$ cat src/fetch_config.svh
`ifndef FETCH_CONFIG_SVH
`define FETCH_CONFIG_SVH

// lanes in one fetch bundle
`define FETCH_WIDTH 2

// instruction cache geometry
// one 64-bit block per line, so two instructions per line
`define ICACHE_LINES 32
`define ICACHE_INDEX_BITS 5

// branch target buffer geometry
// indexed by word address bits above the byte offset
`define BTB_ENTRIES 16
`define BTB_INDEX_BITS 4

// addi x0, x0, 0
`define NOP_INST 32'h00000013

`endif

$ cat src/fetch_pkg.sv
package fetch_pkg;

    // byte address
    typedef logic [31:0] addr_t;

    // one instruction word
    typedef logic [31:0] inst_t;

    // memory transaction tag
    // zero means no transaction is in flight
    typedef logic [3:0] mem_tag_t;

    // command on the memory port
    // fetch only ever issues loads
    typedef enum logic [1:0] {
        MEM_NONE  = 2'h0,
        MEM_LOAD  = 2'h1,
        MEM_STORE = 2'h2
    } mem_command_t;

    // one memory block
    // seen by memory and fills as a double word,
    // seen by the fetch stage as two instructions picked by address bit 2
    typedef union packed {
        logic [63:0]      double_word;
        inst_t [1:0]      insts;
    } mem_block_t;

endpackage

$ cat src/branch_predictor.sv
`timescale 1ns/10ps
`include "fetch_config.svh"

module branch_predictor import fetch_pkg::*; (
    input  logic                     clock,
    input  logic                     reset,
    input  addr_t                    pc_start,
    input  logic                     resolve_valid,
    input  addr_t                    resolve_pc,
    input  logic                     resolve_taken,
    input  addr_t                    resolve_target,
    output logic [`FETCH_WIDTH-1:0]  lane_valid,
    output logic [`FETCH_WIDTH-1:0]  lane_taken,
    output addr_t [`FETCH_WIDTH-1:0] lane_next_pc
);

    // btb storage, direct mapped with a full address tag
    logic [`BTB_ENTRIES-1:0] btb_valid;
    addr_t                   btb_tag    [`BTB_ENTRIES];
    addr_t                   btb_target [`BTB_ENTRIES];

    addr_t                       lane_pc    [`FETCH_WIDTH];
    logic [`BTB_INDEX_BITS-1:0]  lane_index [`FETCH_WIDTH];
    logic [`BTB_INDEX_BITS-1:0]  resolve_index;
    logic                        earlier_taken;
    logic                        resolve_tag_match;

    // lookup per lane
    always_comb begin
        earlier_taken = 1'b0;
        for (int i = 0; i < `FETCH_WIDTH; i++) begin
            lane_pc[i]    = pc_start + addr_t'(4 * i);
            lane_index[i] = lane_pc[i][2 +: `BTB_INDEX_BITS];
            lane_taken[i] = btb_valid[lane_index[i]] &&
                            (btb_tag[lane_index[i]] == lane_pc[i]);
            lane_next_pc[i] = lane_taken[i] ? btb_target[lane_index[i]]
                                            : lane_pc[i] + 32'd4;
            // bundle ends at the first predicted-taken lane
            lane_valid[i] = !earlier_taken;
            earlier_taken = earlier_taken | lane_taken[i];
        end
    end

    assign resolve_index     = resolve_pc[2 +: `BTB_INDEX_BITS];
    assign resolve_tag_match = btb_valid[resolve_index] &&
                               (btb_tag[resolve_index] == resolve_pc);

    // training from the resolve port
    always_ff @(posedge clock) begin
        if (reset) begin
            btb_valid <= '0;
        end else if (resolve_valid) begin
            if (resolve_taken) begin
                btb_valid[resolve_index] <= 1'b1;
            end else if (resolve_tag_match) begin
                // drop a branch that stopped being taken
                btb_valid[resolve_index] <= 1'b0;
            end
        end
    end

    always_ff @(posedge clock) begin
        if (resolve_valid && resolve_taken) begin
            btb_tag[resolve_index]    <= resolve_pc;
            btb_target[resolve_index] <= resolve_target;
        end
    end

endmodule

$ cat config.mk
export PLATFORM = sky130hd
export DESIGN_NAME = branch_predictor
export DESIGN_NICKNAME = d
export VERILOG_FILES = /design/src/fetch_pkg.sv /design/src/branch_predictor.sv
export VERILOG_INCLUDE_DIRS = /design/src
export SDC_FILE = /design/constraint.sdc
export NUM_CORES = 2
export LEC_CHECK = 0
export BUFFER_PORTS_ARGS = -buffer_cell sky130_fd_sc_hd__buf_2
export CORE_ASPECT_RATIO = 1.25
export CORE_MARGIN = 2
export CORE_UTILIZATION = 45
export CTS_BUF_LIST = sky130_fd_sc_hd__clkbuf_4 sky130_fd_sc_hd__clkbuf_8
export CTS_CLUSTER_SIZE = 24
export DETAILED_ROUTE_END_ITERATION = 10
export PLACE_DENSITY = 0.69
export SLEW_MARGIN = 20
export SYNTH_ARGS = -nofsm -noshare
export SYNTH_HDL_FRONTEND = slang
export SYNTH_SLANG_ARGS = --single-unit
$ cat constraint.sdc
create_clock -name clock -period 12.5 [get_ports clock]
set_input_delay 3.125 -clock clock [delete_from_list [all_inputs] [get_ports clock]]
set_output_delay 3.125 -clock clock [all_outputs]
set_load 0.02 [all_outputs]
# Word-level counts from Yosys, hierarchy flattened
# Memory sizes are Yosys's and may differ from the RTL's.
# Index checks and enable logic that the tools add are counted.
totals:
  ff_bits: 16
  ram_bits: 1024
  inputBits: 100
  out_inout_bits: 68
  memories: 2
memory_table:
  columns: ["name", "words", "width", "rd", "rd_ports_with_merged_regs", "wr", "line", "source"]
  rows:
  - ["btb_tag", 16, 32, 3, 0, 1, "branch_predictor.sv:19", "addr_t btb_tag [`BTB_ENTRIES];"]
  - ["btb_target", 16, 32, 2, 0, 1, "branch_predictor.sv:20", "addr_t btb_target [`BTB_ENTRIES];"]
classes:
  addsub: 2
  order_cmp: 4
  n_eq_ne: 3
  mux: 14
  bitwise_logic: 3
  n_reduce_logical: 8
ops:
  columns: ["op", "count"]
  rows:
  - ["$eq A32 B32 Y1", 3]
  - ["$add A32 B3 Y32 const B", 2]
  - ["$mux W32", 2]
  - ["$mux W16", 2]
  - ["$and A16 B16 Y16", 1]
  - ["$not A16 Y16", 1]
  - ["$or A16 B16 Y16", 1]
  - ["$lt A4 B5 Y1 const B", 3]
  - ["$bmux W1 S4", 3]
  - ["$mux W1", 6]
  - ["$logic_and A1 B1 Y1", 5]
  - ["$demux W1 S4", 1]
  - ["$ge A4 B1 Y1 const B", 1]
  - ["$reduce_and A2 Y1", 1]
  - ["$reduce_bool A2 Y1", 1]
  - ["$logic_not A1 Y1", 1]

# Logic depth before layout (Yosys ltp)
logic_depth:
  word_depth: 8
  mapped_depth: 24
  depth_no_buf: 11

# Least setup slack after synthesis
# Ideal clock, no wire load.
synth_timing:
  path_kind: "input to output"
  start: "input pc_start[2]"
  end: "output lane_next_pc[35] (netlist name)"
  arrival_ns: 8.108
  t_required_ns: 9.375
  slack_ns: 1.267
  path_stages: 20
  path_buffers: 12
  path_cell_list: "buf_4 -> buf_4 -> buf_4 -> buf_4 -> inv_1 -> buf_2 -> clkbuf_1 -> buf_1 -> ha_1 -> buf_2 -> buf_2 -> buf_1 -> clkbuf_1 -> mux4_2 -> mux4_2 -> nor3_1 -> nand4_1 -> nor3_4 -> buf_6 -> mux2i_1"
synth_lines:
  columns: ["item", "line", "source"]
  rows:
  - ["start: declaration", "branch_predictor.sv:7", "input addr_t pc_start,"]
  - ["end: declaration", "branch_predictor.sv:14", "output addr_t [`FETCH_WIDTH-1:0] lane_next_pc"]

==> impl_results.md <==
* Outcome: complete, no violations
* Ratio of cells with drive above 1 in the final layout at 42.7%
* Commonest cells in the netlist: edfxtp_1 (1,024), mux4_2 (730), nand2_1 (107)
* Die area at between 100,000 and 150,000 µm²
* Post-Syn Area at 53,800 µm²
* # rows at 141
* Final Setup Violations at 0
* First-pass GRT wire length at between 200 and 250 mm
* Total of max-cap violations at 0
* Htree depth at 4
* Antenna violations before repair at 30
* Ys Warns at 0
* DR iter-0 viols at 4,473
* Drt wl/cell at between 30 and 40 µm
* Fin worst setup slack at 840 ps
* Hold violation count in the final report at 0
* Synth Flop Type: edfxtp_1
* Synth top area share at 57.2%
* Antenna Nets Post-Route at 0
* Tot GR Track Use at approximately 28%
* Fin crit period at ~12,000 ps
* Root Buffer Master: clkbuf_8
* CP arrival at 8530 ps
* Slew Limit Fails at 0
* Core area at 118,000 µm²
* Vias in the first global route at 32,900
* Synth async-reset ratio at 0%
* Register-to-Register Path Depth at 9
* Unique masters post-synth at 68
* CP startpoint kind: input pin
* Worst Path Max Fanout at 81
* CTS Hold Buffers Added at 0
* Worst-Skew Late Latency at between 900 and 1000 ps
* Post-CTS Setup Bufs at 0
* I/O pin count at 168
* Syn_nets at around 2,900
* Final period util at 93.3%
* Area grow syn2layout at 11.2%
* Die X at between 300 and 400 µm
* Slew HR at 22.1%
* TritonCTS Buffers at 159
* # DRC at 0
* Max Freq at about 86 MHz
* Reg clk slew, reported paths at 60 ps
* Clock tree from TritonCTS: done
* Crit-path cells: buf_8 -> buf_12 -> mux4_2 -> mux4_2 -> xnor2_1 -> nor4_1 -> nand4_1 -> nor4_1 -> and4_2 -> buf_12 -> mux2i_1 -> buf_2
* Most common cell in the synthesized netlist: edfxtp_1
* RSZ-0062 raised after global routing: no
* Number of synthesized flops with an enable pin at 1,024
* Setup_tns at 0 ps
* Pre-antenna DRT Iters at 6
* Worst setup EP type: primary output
* Hold Crit Depth at 2
* Largest net degree at the start of global routing at 140
* LEAKAGE at 18.7 nW
* Design Power at just under 8 mW
* IO Port Bufs at 166
* Worst Skew at 35.8 ps
* Largest stage delay, worst path at 710 ps
* Initial Utilization at 45.4%
* Largest cells by area after synthesis: edfxtp_1 (57%), mux4_2 (31%), xnor2_1 (1.3%)
* Via-to-Cell Ratio at 6.91
* Synth Instances at 2,751
* Register area share after synthesis at roughly 58%
* Syn Area/Cell at 19.6 µm²
* WP data required at 9380 ps
* GP Congestion at 0.959
* Layout fillers at 9,378
* Global route overflow at 0
* Hold/Removal Path Class: reg -> reg
* Flops & latches, synth at 1,040
* NumNets Final at 3,052
* Sink Count at 1,040
* VDD IR max at approximately 84 µV
* CTS Buffer Depth at 3
* Chip height at just under 400 µm
* Total wire length at 168 mm
* Post-cts sizing count at 0
* P per Cell Area at 130 nW/µm²
* Synth area leader: edfxtp_1
* Post-DP HPWL at 104 mm
* WS Path Type: in -> out
* Worst Tran Pin Value at approximately 1200 ps
* DR vias at 32,200
* Slowest cell on crit path: nor4_1
* Dpl ws at 1040 ps
-- layout make-up --
class	instances	area (µm²)	share of cell area (%)
flip-flops and latches	1040	31100	51.9
multi-input cells	1455	21700	36.3
clock buffers	199	2520	4.21
well taps	1573	1970	3.29
repair buffers	262	1690	2.83
clock inverters	91	694	1.16
inverters	32	125	0.209
diodes	12	30.0	0.0502
-- registers in the layout, summed over array words and instances, names as in the netlist, named ones only --
name and flops:
btb_tag 512, btb_target 512
-- metrics by stage --
| step | util (%) | cell area (µm²) | instances | hold WS (ps) |
|---|---|---|---|---|
| final | 50.5 | 59800 | 4664 | 529 |
| after global routing | 50.5 | 59800 | 4656 | 541 |
| after CTS | 50.5 | 59800 | 4652 | 527 |
| after detailed placement | 47.8 | 56600 | 4362 | 519 |
| after global placement | 47.8 | 56600 | 4362 | 517 |
| after floorplan | - | 53800 | 2751 | 488 |
-- placed cells by master (no fill, tap or decap), types with 20 or more instances in the layout --
| cell | instances |
|---|---|
| a211oi_1 | 22 |
| a21oi_1 | 25 |
| buf_2 | 161 |
| buf_4 | 88 |
| clkbuf_4 | 35 |
| clkbuf_8 | 165 |
| clkinv_1 | 42 |
| clkinv_2 | 24 |
| edfxtp_1 | 1024 |
| inv_1 | 30 |
| mux2_2 | 39 |
| mux2i_1 | 64 |
| mux4_2 | 730 |
| nand2_1 | 107 |
| nand3_1 | 32 |
| nand4_1 | 20 |
| nor2_1 | 45 |
| nor3_1 | 29 |
| o21ai_0 | 21 |
| xnor2_1 | 76 |
| xor2_1 | 66 |
-- final timing paths --
kind	from	to	slack (ps)
max	pc_start[2]	lane_next_pc[9]	840
min	flop	flop	530
max reg2reg	btb_tag[15][29]	flop	8920
min reg2reg	flop	flop	530
-- worst max-delay path, delay by kind of cell --
kind / cells / cell delay [ps]
AND/OR/NAND/NOR: 4 / 1900
multiplexers: 3 / 1690
buffers and inverters: 4 / 1540
XOR/XNOR: 1 / 140
-- routing by layer --
layer	vias to the layer above	part of all wire [%]	global-route usage (%)
met2	2299	48	44.1
met3	476	11	7.97
met4	40	5.4	13.7
li1	12300	-	-
met1	17100	35	35.1
met5	-	0.15	0
-- power by group --
| group | internal [mW] | switching, mW | total, mW |
|---|---|---|---|
| clock network | 1.51 | 1.39 | 2.90 |
| logic | 0.425 | 0.566 | 0.991 |
| registers | 3.87 | 0.0221 | 3.90 |
| total | 5.81 | 1.98 | 7.79 |
-- logic make-up (layout without fill, tap and decap cells) --
kind of cell,after synthesis,after routing,share of synthesized area (%)
other,1,13,0.00697
buffers and inverters,256,584,2.18
AO/OA/AOI/OAI,133,133,1.78
adder cells (fa/ha/maj),2,2,0.0465
AND/OR/NAND/NOR,335,335,3.07
flip-flops,1040,1040,57.8
multiplexers,837,837,32.7
XOR/XNOR,147,147,2.45
No activity file was read; power rests on OpenSTA's default activity.
