**config.mk**
```make
export PLATFORM = sky130hd
export DESIGN_NAME = icache
export DESIGN_NICKNAME = d
export VERILOG_FILES = /design/src/fetch_pkg.sv /design/src/icache.sv
export VERILOG_INCLUDE_DIRS = /design/src
export SDC_FILE = /design/constraint.sdc
export NUM_CORES = 2
export LEC_CHECK = 0
export ABC_CLOCK_PERIOD_IN_PS = 5900
export BUFFER_PORTS_ARGS = -buffer_cell sky130_fd_sc_hd__buf_2
export CORE_AREA = 2 2 580 582
export DETAILED_ROUTE_END_ITERATION = 8
export DIE_AREA = 0 0 582 584
export PLACE_DENSITY = 0.54
export SYNTH_ARGS = -nofsm -noshare
export SYNTH_HDL_FRONTEND = slang
export SYNTH_SLANG_ARGS = --single-unit
```
**constraint.sdc**
```tcl
create_clock -name clock -period 5.9 [get_ports clock]
set_input_delay 1.18 -clock clock [delete_from_list [all_inputs] [get_ports clock]]
set_output_delay 1.18 -clock clock [all_outputs]
set_load 0.01 [all_outputs]
```
**src/fetch_config.svh**
```systemverilog
`ifndef FETCH_CONFIG_SVH
`define FETCH_CONFIG_SVH

// lanes in one fetch bundle
`define FETCH_WIDTH 2

// instruction cache geometry
// one 64-bit block per line, so two instructions per line
`define ICACHE_LINES 32
`define ICACHE_INDEX_BITS 5

// branch target buffer geometry
// indexed by word address bits above the byte offset
`define BTB_ENTRIES 16
`define BTB_INDEX_BITS 4

// addi x0, x0, 0
`define NOP_INST 32'h00000013

`endif

```
**src/fetch_pkg.sv**
```systemverilog
package fetch_pkg;

    // byte address
    typedef logic [31:0] addr_t;

    // one instruction word
    typedef logic [31:0] inst_t;

    // memory transaction tag
    // zero means no transaction is in flight
    typedef logic [3:0] mem_tag_t;

    // command on the memory port
    // fetch only ever issues loads
    typedef enum logic [1:0] {
        MEM_NONE  = 2'h0,
        MEM_LOAD  = 2'h1,
        MEM_STORE = 2'h2
    } mem_command_t;

    // one memory block
    // seen by memory and fills as a double word,
    // seen by the fetch stage as two instructions picked by address bit 2
    typedef union packed {
        logic [63:0]      double_word;
        inst_t [1:0]      insts;
    } mem_block_t;

endpackage

```
**src/icache.sv**
```systemverilog
`timescale 1ns/10ps
`include "fetch_config.svh"

module icache import fetch_pkg::*; (
    input  logic                          clock,
    input  logic                          reset,
    input  logic                          stall,
    input  addr_t [`FETCH_WIDTH-1:0]      lookup_addr,
    input  logic [`FETCH_WIDTH-1:0]       lookup_valid,
    input  mem_tag_t                      mem_transaction_tag,
    input  mem_block_t                    mem_data,
    input  mem_tag_t                      mem_data_tag,
    output logic [`FETCH_WIDTH-1:0]       lookup_hit,
    output mem_block_t [`FETCH_WIDTH-1:0] lookup_block,
    output mem_command_t                  mem_command,
    output addr_t                         mem_addr
);

    // 8-byte blocks
    localparam int OFFSET_BITS = 3;
    localparam int TAG_BITS    = 32 - `ICACHE_INDEX_BITS - OFFSET_BITS;

    // miss handling states
    localparam logic [1:0] MISS_IDLE    = 2'd0;
    localparam logic [1:0] MISS_REQUEST = 2'd1;
    localparam logic [1:0] MISS_WAIT    = 2'd2;

    mem_block_t               cache_data [`ICACHE_LINES];
    logic [TAG_BITS-1:0]      cache_tag  [`ICACHE_LINES];
    logic [`ICACHE_LINES-1:0] cache_valid;

    logic [`ICACHE_INDEX_BITS-1:0] lane_index [`FETCH_WIDTH];
    logic [TAG_BITS-1:0]           lane_tag   [`FETCH_WIDTH];

    logic [1:0]                    miss_state;
    logic [1:0]                    miss_state_next;
    mem_tag_t                      pending_tag;
    addr_t                         miss_addr;
    logic                          miss_found;
    addr_t                         miss_candidate;
    logic                          miss_start;
    logic [`ICACHE_INDEX_BITS-1:0] fill_index;
    logic [TAG_BITS-1:0]           fill_tag;
    logic                          fill_done;

    // one read port per lane
    always_comb begin
        for (int i = 0; i < `FETCH_WIDTH; i++) begin
            lane_index[i]   = lookup_addr[i][OFFSET_BITS +: `ICACHE_INDEX_BITS];
            lane_tag[i]     = lookup_addr[i][31 -: TAG_BITS];
            lookup_hit[i]   = lookup_valid[i] && cache_valid[lane_index[i]] &&
                              (cache_tag[lane_index[i]] == lane_tag[i]);
            lookup_block[i] = cache_data[lane_index[i]];
        end
    end

    // walked from the top so the lowest missing lane wins
    always_comb begin
        miss_found     = 1'b0;
        miss_candidate = '0;
        for (int i = `FETCH_WIDTH - 1; i >= 0; i--) begin
            if (lookup_valid[i] && !lookup_hit[i]) begin
                miss_found     = 1'b1;
                miss_candidate = {lookup_addr[i][31:OFFSET_BITS], {OFFSET_BITS{1'b0}}};
            end
        end
    end

    assign miss_start = (miss_state == MISS_IDLE) && miss_found && !stall;
    assign fill_index = miss_addr[OFFSET_BITS +: `ICACHE_INDEX_BITS];
    assign fill_tag   = miss_addr[31 -: TAG_BITS];

    // data for our load shows up with the matching tag
    assign fill_done = (miss_state == MISS_WAIT) && (mem_data_tag == pending_tag);

    always_comb begin
        miss_state_next = miss_state;
        case (miss_state)
            MISS_IDLE: begin
                if (miss_start) begin
                    miss_state_next = MISS_REQUEST;
                end
            end
            MISS_REQUEST: begin
                // a zero tag means the load was not taken, so send it again
                if (mem_transaction_tag != '0) begin
                    miss_state_next = MISS_WAIT;
                end
            end
            MISS_WAIT: begin
                if (fill_done) begin
                    miss_state_next = MISS_IDLE;
                end
            end
            default: begin
                miss_state_next = MISS_IDLE;
            end
        endcase
    end

    always_ff @(posedge clock) begin
        if (reset) begin
            miss_state  <= MISS_IDLE;
            pending_tag <= '0;
            cache_valid <= '0;
        end else begin
            miss_state <= miss_state_next;
            if (miss_state == MISS_REQUEST) begin
                pending_tag <= mem_transaction_tag;
            end
            if (fill_done) begin
                cache_valid[fill_index] <= 1'b1;
            end
        end
    end

    always_ff @(posedge clock) begin
        if (miss_start) begin
            miss_addr <= miss_candidate;
        end
        if (fill_done) begin
            cache_data[fill_index].double_word <= mem_data.double_word;
            cache_tag[fill_index]              <= fill_tag;
        end
    end

    // single-cycle load strobe
    assign mem_command = (miss_state == MISS_REQUEST) ? MEM_LOAD : MEM_NONE;
    assign mem_addr    = (miss_state == MISS_REQUEST) ? miss_addr : '0;

endmodule

```
Word level (Yosys, flattened, before mapping)
Memories as Yosys holds them, arrays and structs flattened. Index checks and enable logic that the tools add are counted.

ROM bits: 0. Input bits: 141. Bits in latches: 0. Bits in registers: 70. RAM bits: 2816. Logic and storage cells: 54. Memories: 2.

Memory list: cache_data (words 32, bits a word 64, read ports 2, clocked after memory_dff 0, write ports 1, line icache.sv:28) `` mem_block_t cache_data [`ICACHE_LINES]; ``; cache_tag (words 32, bits a word 24, read ports 2, clocked after memory_dff 0, write ports 1, line icache.sv:29) `` logic [TAG_BITS-1:0] cache_tag [`ICACHE_LINES]; ``.

Divide/modulo/power cells: 0. Shifts and indexed selects: 0. Equality and inequality tests: 8. Add/subtract/negate cells: 0. Muxes and demuxes: 18. Bitwise operators: 1. Multipliers: 0. Reductions and logical operators: 16. $lt $le $gt $ge: 4.

Operators with widths (number): $mux W32 (3); $eq A24 B24 Y1 (2); $or A32 B32 Y32 (1); $lt A5 B6 Y1 const B (3); $bmux W1 S5 (2); $logic_and A1 B1 Y1 (10); $mux W1 (8); $mux W2 (3); $ne A2 B2 Y1 const B (3); $pmux W2 S3 (1); $demux W1 S5 (1); $ge A5 B1 Y1 const B (1); $eq A4 B4 Y1 (1); $reduce_bool A4 Y1 (1); $logic_not A1 Y1 (3); $reduce_and A3 Y1 (1); $eq A2 B1 Y1 const B (1); $eq A2 B2 Y1 const B (1); $logic_not A2 Y1 (1).

Depth between registers and ports, before layout
Depth after elaboration: 12. Gate-level depth with buffers: 17.

Worst setup path after synthesis
No wires, ideal clock.

Kind: input port to flip-flop. From: input mem_data_tag[2]. To: memory cache_data[16][0] in the netlist's numbering, enable pin. Cell stages on the path: 6. Setup slack: -0.392 ns. Path buffers: 0. Required time: 5.363 ns. Library setup time: 0.537 ns. Data arrival time: 5.755 ns. Cells stage by stage: xnor2_1 -> nand4_1 -> nor3b_1 -> nor2b_1 -> nand3b_1 -> nor2_1.

Longest elaborated chain between the ends: 4.

Ends and longest elaborated chain: start, declared (line icache.sv:12) `input mem_tag_t mem_data_tag,`; $eq A4 B4 Y1 (line icache.sv:74) `assign fill_done = (miss_state == MISS_WAIT) && (mem_data_tag == pending_tag);`; $logic_and A1 B1 Y1 (line icache.sv:74); $mux W1 (line icache.sv:121) `if (fill_done) begin`; $mux W1 (implied by the code) (line icache.sv:122) `cache_data[fill_index].double_word <= mem_data.double_word;`; end, declared (line icache.sv:28).

No other way between the ends.

Final worst setup path
From: input lookup_addr[36] in the netlist's numbering. To: output lookup_hit[1].

Longest elaborated chain between the ends: 4. Elaborated cells between the ends (all ways): 6.

Ends and longest elaborated chain: start, declared (line icache.sv:8) `` input addr_t [`FETCH_WIDTH-1:0] lookup_addr, ``; branches (longest 3 deep; another with $mem_v2 Z32 W24); $logic_and A1 B1 Y1 * (line icache.sv:51) `lookup_hit[i] = lookup_valid[i] && cache_valid[lane_index[i]] &&`; end, declared (line icache.sv:13) `` output logic [`FETCH_WIDTH-1:0] lookup_hit, ``.

Every way passes the cells marked *. The select of a mux whose other input is x is not followed.

==> summary.md <==
| Metric | Value |
|---|---|
| GRT Total Usage | 25.6% |
| Post-synth top flop | edfxtp_1 |
| CP max FO | 34 |
| Port-buffer cells | 294 |
| Initial drt markers | 8605 |
| RSZ-0062 raised after global routing | no |
| Most frequent cells in the layout | edfxtp_1 (2845), mux4_2 (1635), nand2_1 (339), clkbuf_16 (336), buf_2 (284) |
| Violated checks | capacitance limit |
| Seq/Total Area, Yosys | 64.7% |
| First-pass GRT wire length | 608000 µm |
| Die height | 584 µm |
| Final worst path period share | 98.6% |
| Clock tree buffer depth | 4 |
| Hpwl dp | 247000 µm |
| Setup violators final | 0 |
| Critical path endpoint category | output pin |
| Core area | 333000 µm² |
| Rel. slew slack | 0.263% |
| H-tree levels | 5 |
| P per Cell Area | 301 nW/µm² |
| Nets@finish | 6869 |
| Placed Area | 142000 µm² |
| Crit path required time | 4720 ps |
| Final Cell Area | 152000 µm² |
| Synth area leaders | edfxtp_1 (64%), mux4_2 (28%), mux2i_1 (1.3%) |
| Worst Setup Path Type | input port to output pin |
| Non-filler instance count after layout | 11373 |
| DRC viols | 0 |
| Clock sinks | 2883 |
| Share of post-route cells with drive strength above 1 | 40.4% |
| Routed vias | 73424 |
| Worst VDD drop | 0.000259 V |
| Slew Viols, Final | 0 |
| CP Launch Type | input port |
| Leading area contributor after synthesis | edfxtp_1 |
| Reg power frac | 49.4% |
| Initial Util | 40.0% |
| Critical Path Source | lookup_addr[36] |
| CTS clk-pin slew, worst paths | 60 ps |
| Setup TNS | 0 ps |
| Drt total wl | 438000 µm |
| GP Congestion | 0.860 |
| Clk_lat worst skew | 930 ps |
| RR Startpoint | cache_tag[0][23] |
| GRT overflow | 0 |
| Initial antenna violation count | 43 |
| Worst Path Arrival | 4640 ps |
| Vias/cell | 6.46 |
| Clock power frac | 42.6% |
| Fin crit period | 5820 ps |
| Post-synth cell types | 70 |
| Int Pwr | 35300 µW |
| Synthesized instance count | 6228 |
| Combinational Power Share | 8.0% |
| Net load switching power | 10600 µW |
| Hold_buf cts | 0 |
| Status | finished, violations left |
| P_leak | 0.0482 µW |
| Vias in the first global route | 75615 |
| Ports | 305 |
| Clock buffer count from CTS | 323 |
| Commonest non-fill, non-tap cell in the layout | edfxtp_1 |
| Async set or reset register ratio after synthesis | 0% |
| Mapped Area | 133000 µm² |
| F_max | 172 MHz |
| Die W | 582 µm |
| Cell count after placement | 10789 |
| Worst hold path type | register to register |
| Clk root buf | clkbuf_16 |
| Hold path start | cache_valid[1] |
| Syn. warnings | 0 |
| Pre-antenna DRT Iters | 5 |
| Number of enable flip-flop cells after synthesis | 2845 |
| Final hold violation count | 0 |
| Post-CTS Setup Inserts | 0 |
| Fin util | 45.8% |
| Worst Skew | 40.1 ps |
| Switch share | 23.0% |
| Area Growth Syn to Fin | 14.5% |
| FF+latch count, synth | 2883 |
| Routed Antenna Nets | 0 |
| Largest net degree at the start of global routing | 117 |
| DIE AREA | 340000 µm² |
| Actual slew at the worst max-slew pin | 1490 ps |
| CTS tree | done |
| Routed len/inst | 38.5 µm |
| Max_cap viols | 1 |
| Num rows | 212 |
| Top cell type's share of synthesized area | 64.2% |
| Synthesized area per cell | 21.4 µm² |
synthesized netlist by cell type (all sizes together) (11+ instances only):
| cell | number |
|---|---|
| mux4 | 1635 |
| a22o | 48 |
| nor2 | 132 |
| mux2i | 175 |
| nand2b | 16 |
| o22ai | 20 |
| and3 | 13 |
| dfxtp | 38 |
| a21oi | 25 |
| inv | 11 |
| o211ai | 13 |
| a221oi | 15 |
| nand4 | 16 |
| buf | 255 |
| nand3 | 30 |
| nor2b | 32 |
| and2 | 42 |
| o21ai | 20 |
| clkbuf | 216 |
| a22oi | 52 |
| nand2 | 339 |
| xor2 | 24 |
| a31oi | 13 |
| nor4 | 13 |
| edfxtp | 2845 |
| nor3 | 15 |
| xnor2 | 34 |
| a211oi | 13 |
| mux2 | 53 |
worst paths after layout:
check,endpoint,slack (ps),cells after the start
hold reg to reg,cache_valid[1],500,2
setup reg to reg,miss_addr[3],1850,13
setup / recovery,lookup_hit[1],80,13
hold / removal,cache_valid[1],500,2
power groups by stage:
stage | clock [µW] | combinational (µW) | sequential [µW]
after floorplan | 0 | 2210 | 23000
after global placement | 0 | 3680 | 23100
after detailed placement | 0 | 3690 | 23100
after CTS | 19900 | 3710 | 22700
after global routing | 20600 | 3870 | 22700
final | 19500 | 3670 | 22700
worst max-delay path: stages:
cell and delay [ps]:
buf_8 380, buf_4 420, mux4_2 540, mux2i_1 190, o22ai_1 100, nor2_1 330, xnor2_1 170, nor4_2 440
buf_4 180, nand3_1 60, nor2_1 260, buf_4 160, buf_2 120
flip-flops by register name, summed over array words and instances, names as in the netlist:
signal	flops
cache_data	2048
cache_tag	768
pending_tag	4
miss_addr	29
miss_state	2
cache_valid	32
layout make-up:
class / instances / area [µm²]
antenna: 18 / 45.0
clock buffer: 406 / 8650
clock inverter: 159 / 1350
fill: 27883 / 180000
inverter: 12 / 67.6
multi-input combinational: 2865 / 45000
sequential: 2883 / 86200
tap: 4387 / 5490
timing repair buffer: 643 / 5650
logic make-up (layout without fill, tap and decap cells):
kind of cell	Yosys count	after routing	synth area share (%)
flops	2883	2883	64.7
buf+inv	483	1220	1.66
compound gates	267	267	1.51
xor+xnor	58	58	0.382
simple gates	673	673	2.27
other cells	1	22	0.00282
mux	1863	1863	29.4
through the flow:
step / total power [µW] / hold WS, ps / worst slack (ps)
floorplan: 25300 / 452 / -392
global placement: 26800 / 469 / -384
detailed placement: 26800 / 487 / -331
CTS: 46200 / 454 / 51.5
global route: 47100 / 511 / 12.8
finish: 45900 / 500 / 81.8
metal layers:
metal	routed length (µm)	global-route usage [%]	up-vias
met2	213000	41.8	3343
li1	-	-	28323
met4	12900	7.19	18
met3	32400	3.76	664
met1	180000	35.9	41076
met5	123	0	-
timing repair:
item                       in CTS  in global routing
pin swaps                       0                  0
resized for setup               3                  4
gates cloned                    0                  1
setup endpoints to repair       2                  1
No activity file was read; power rests on OpenSTA's default activity.
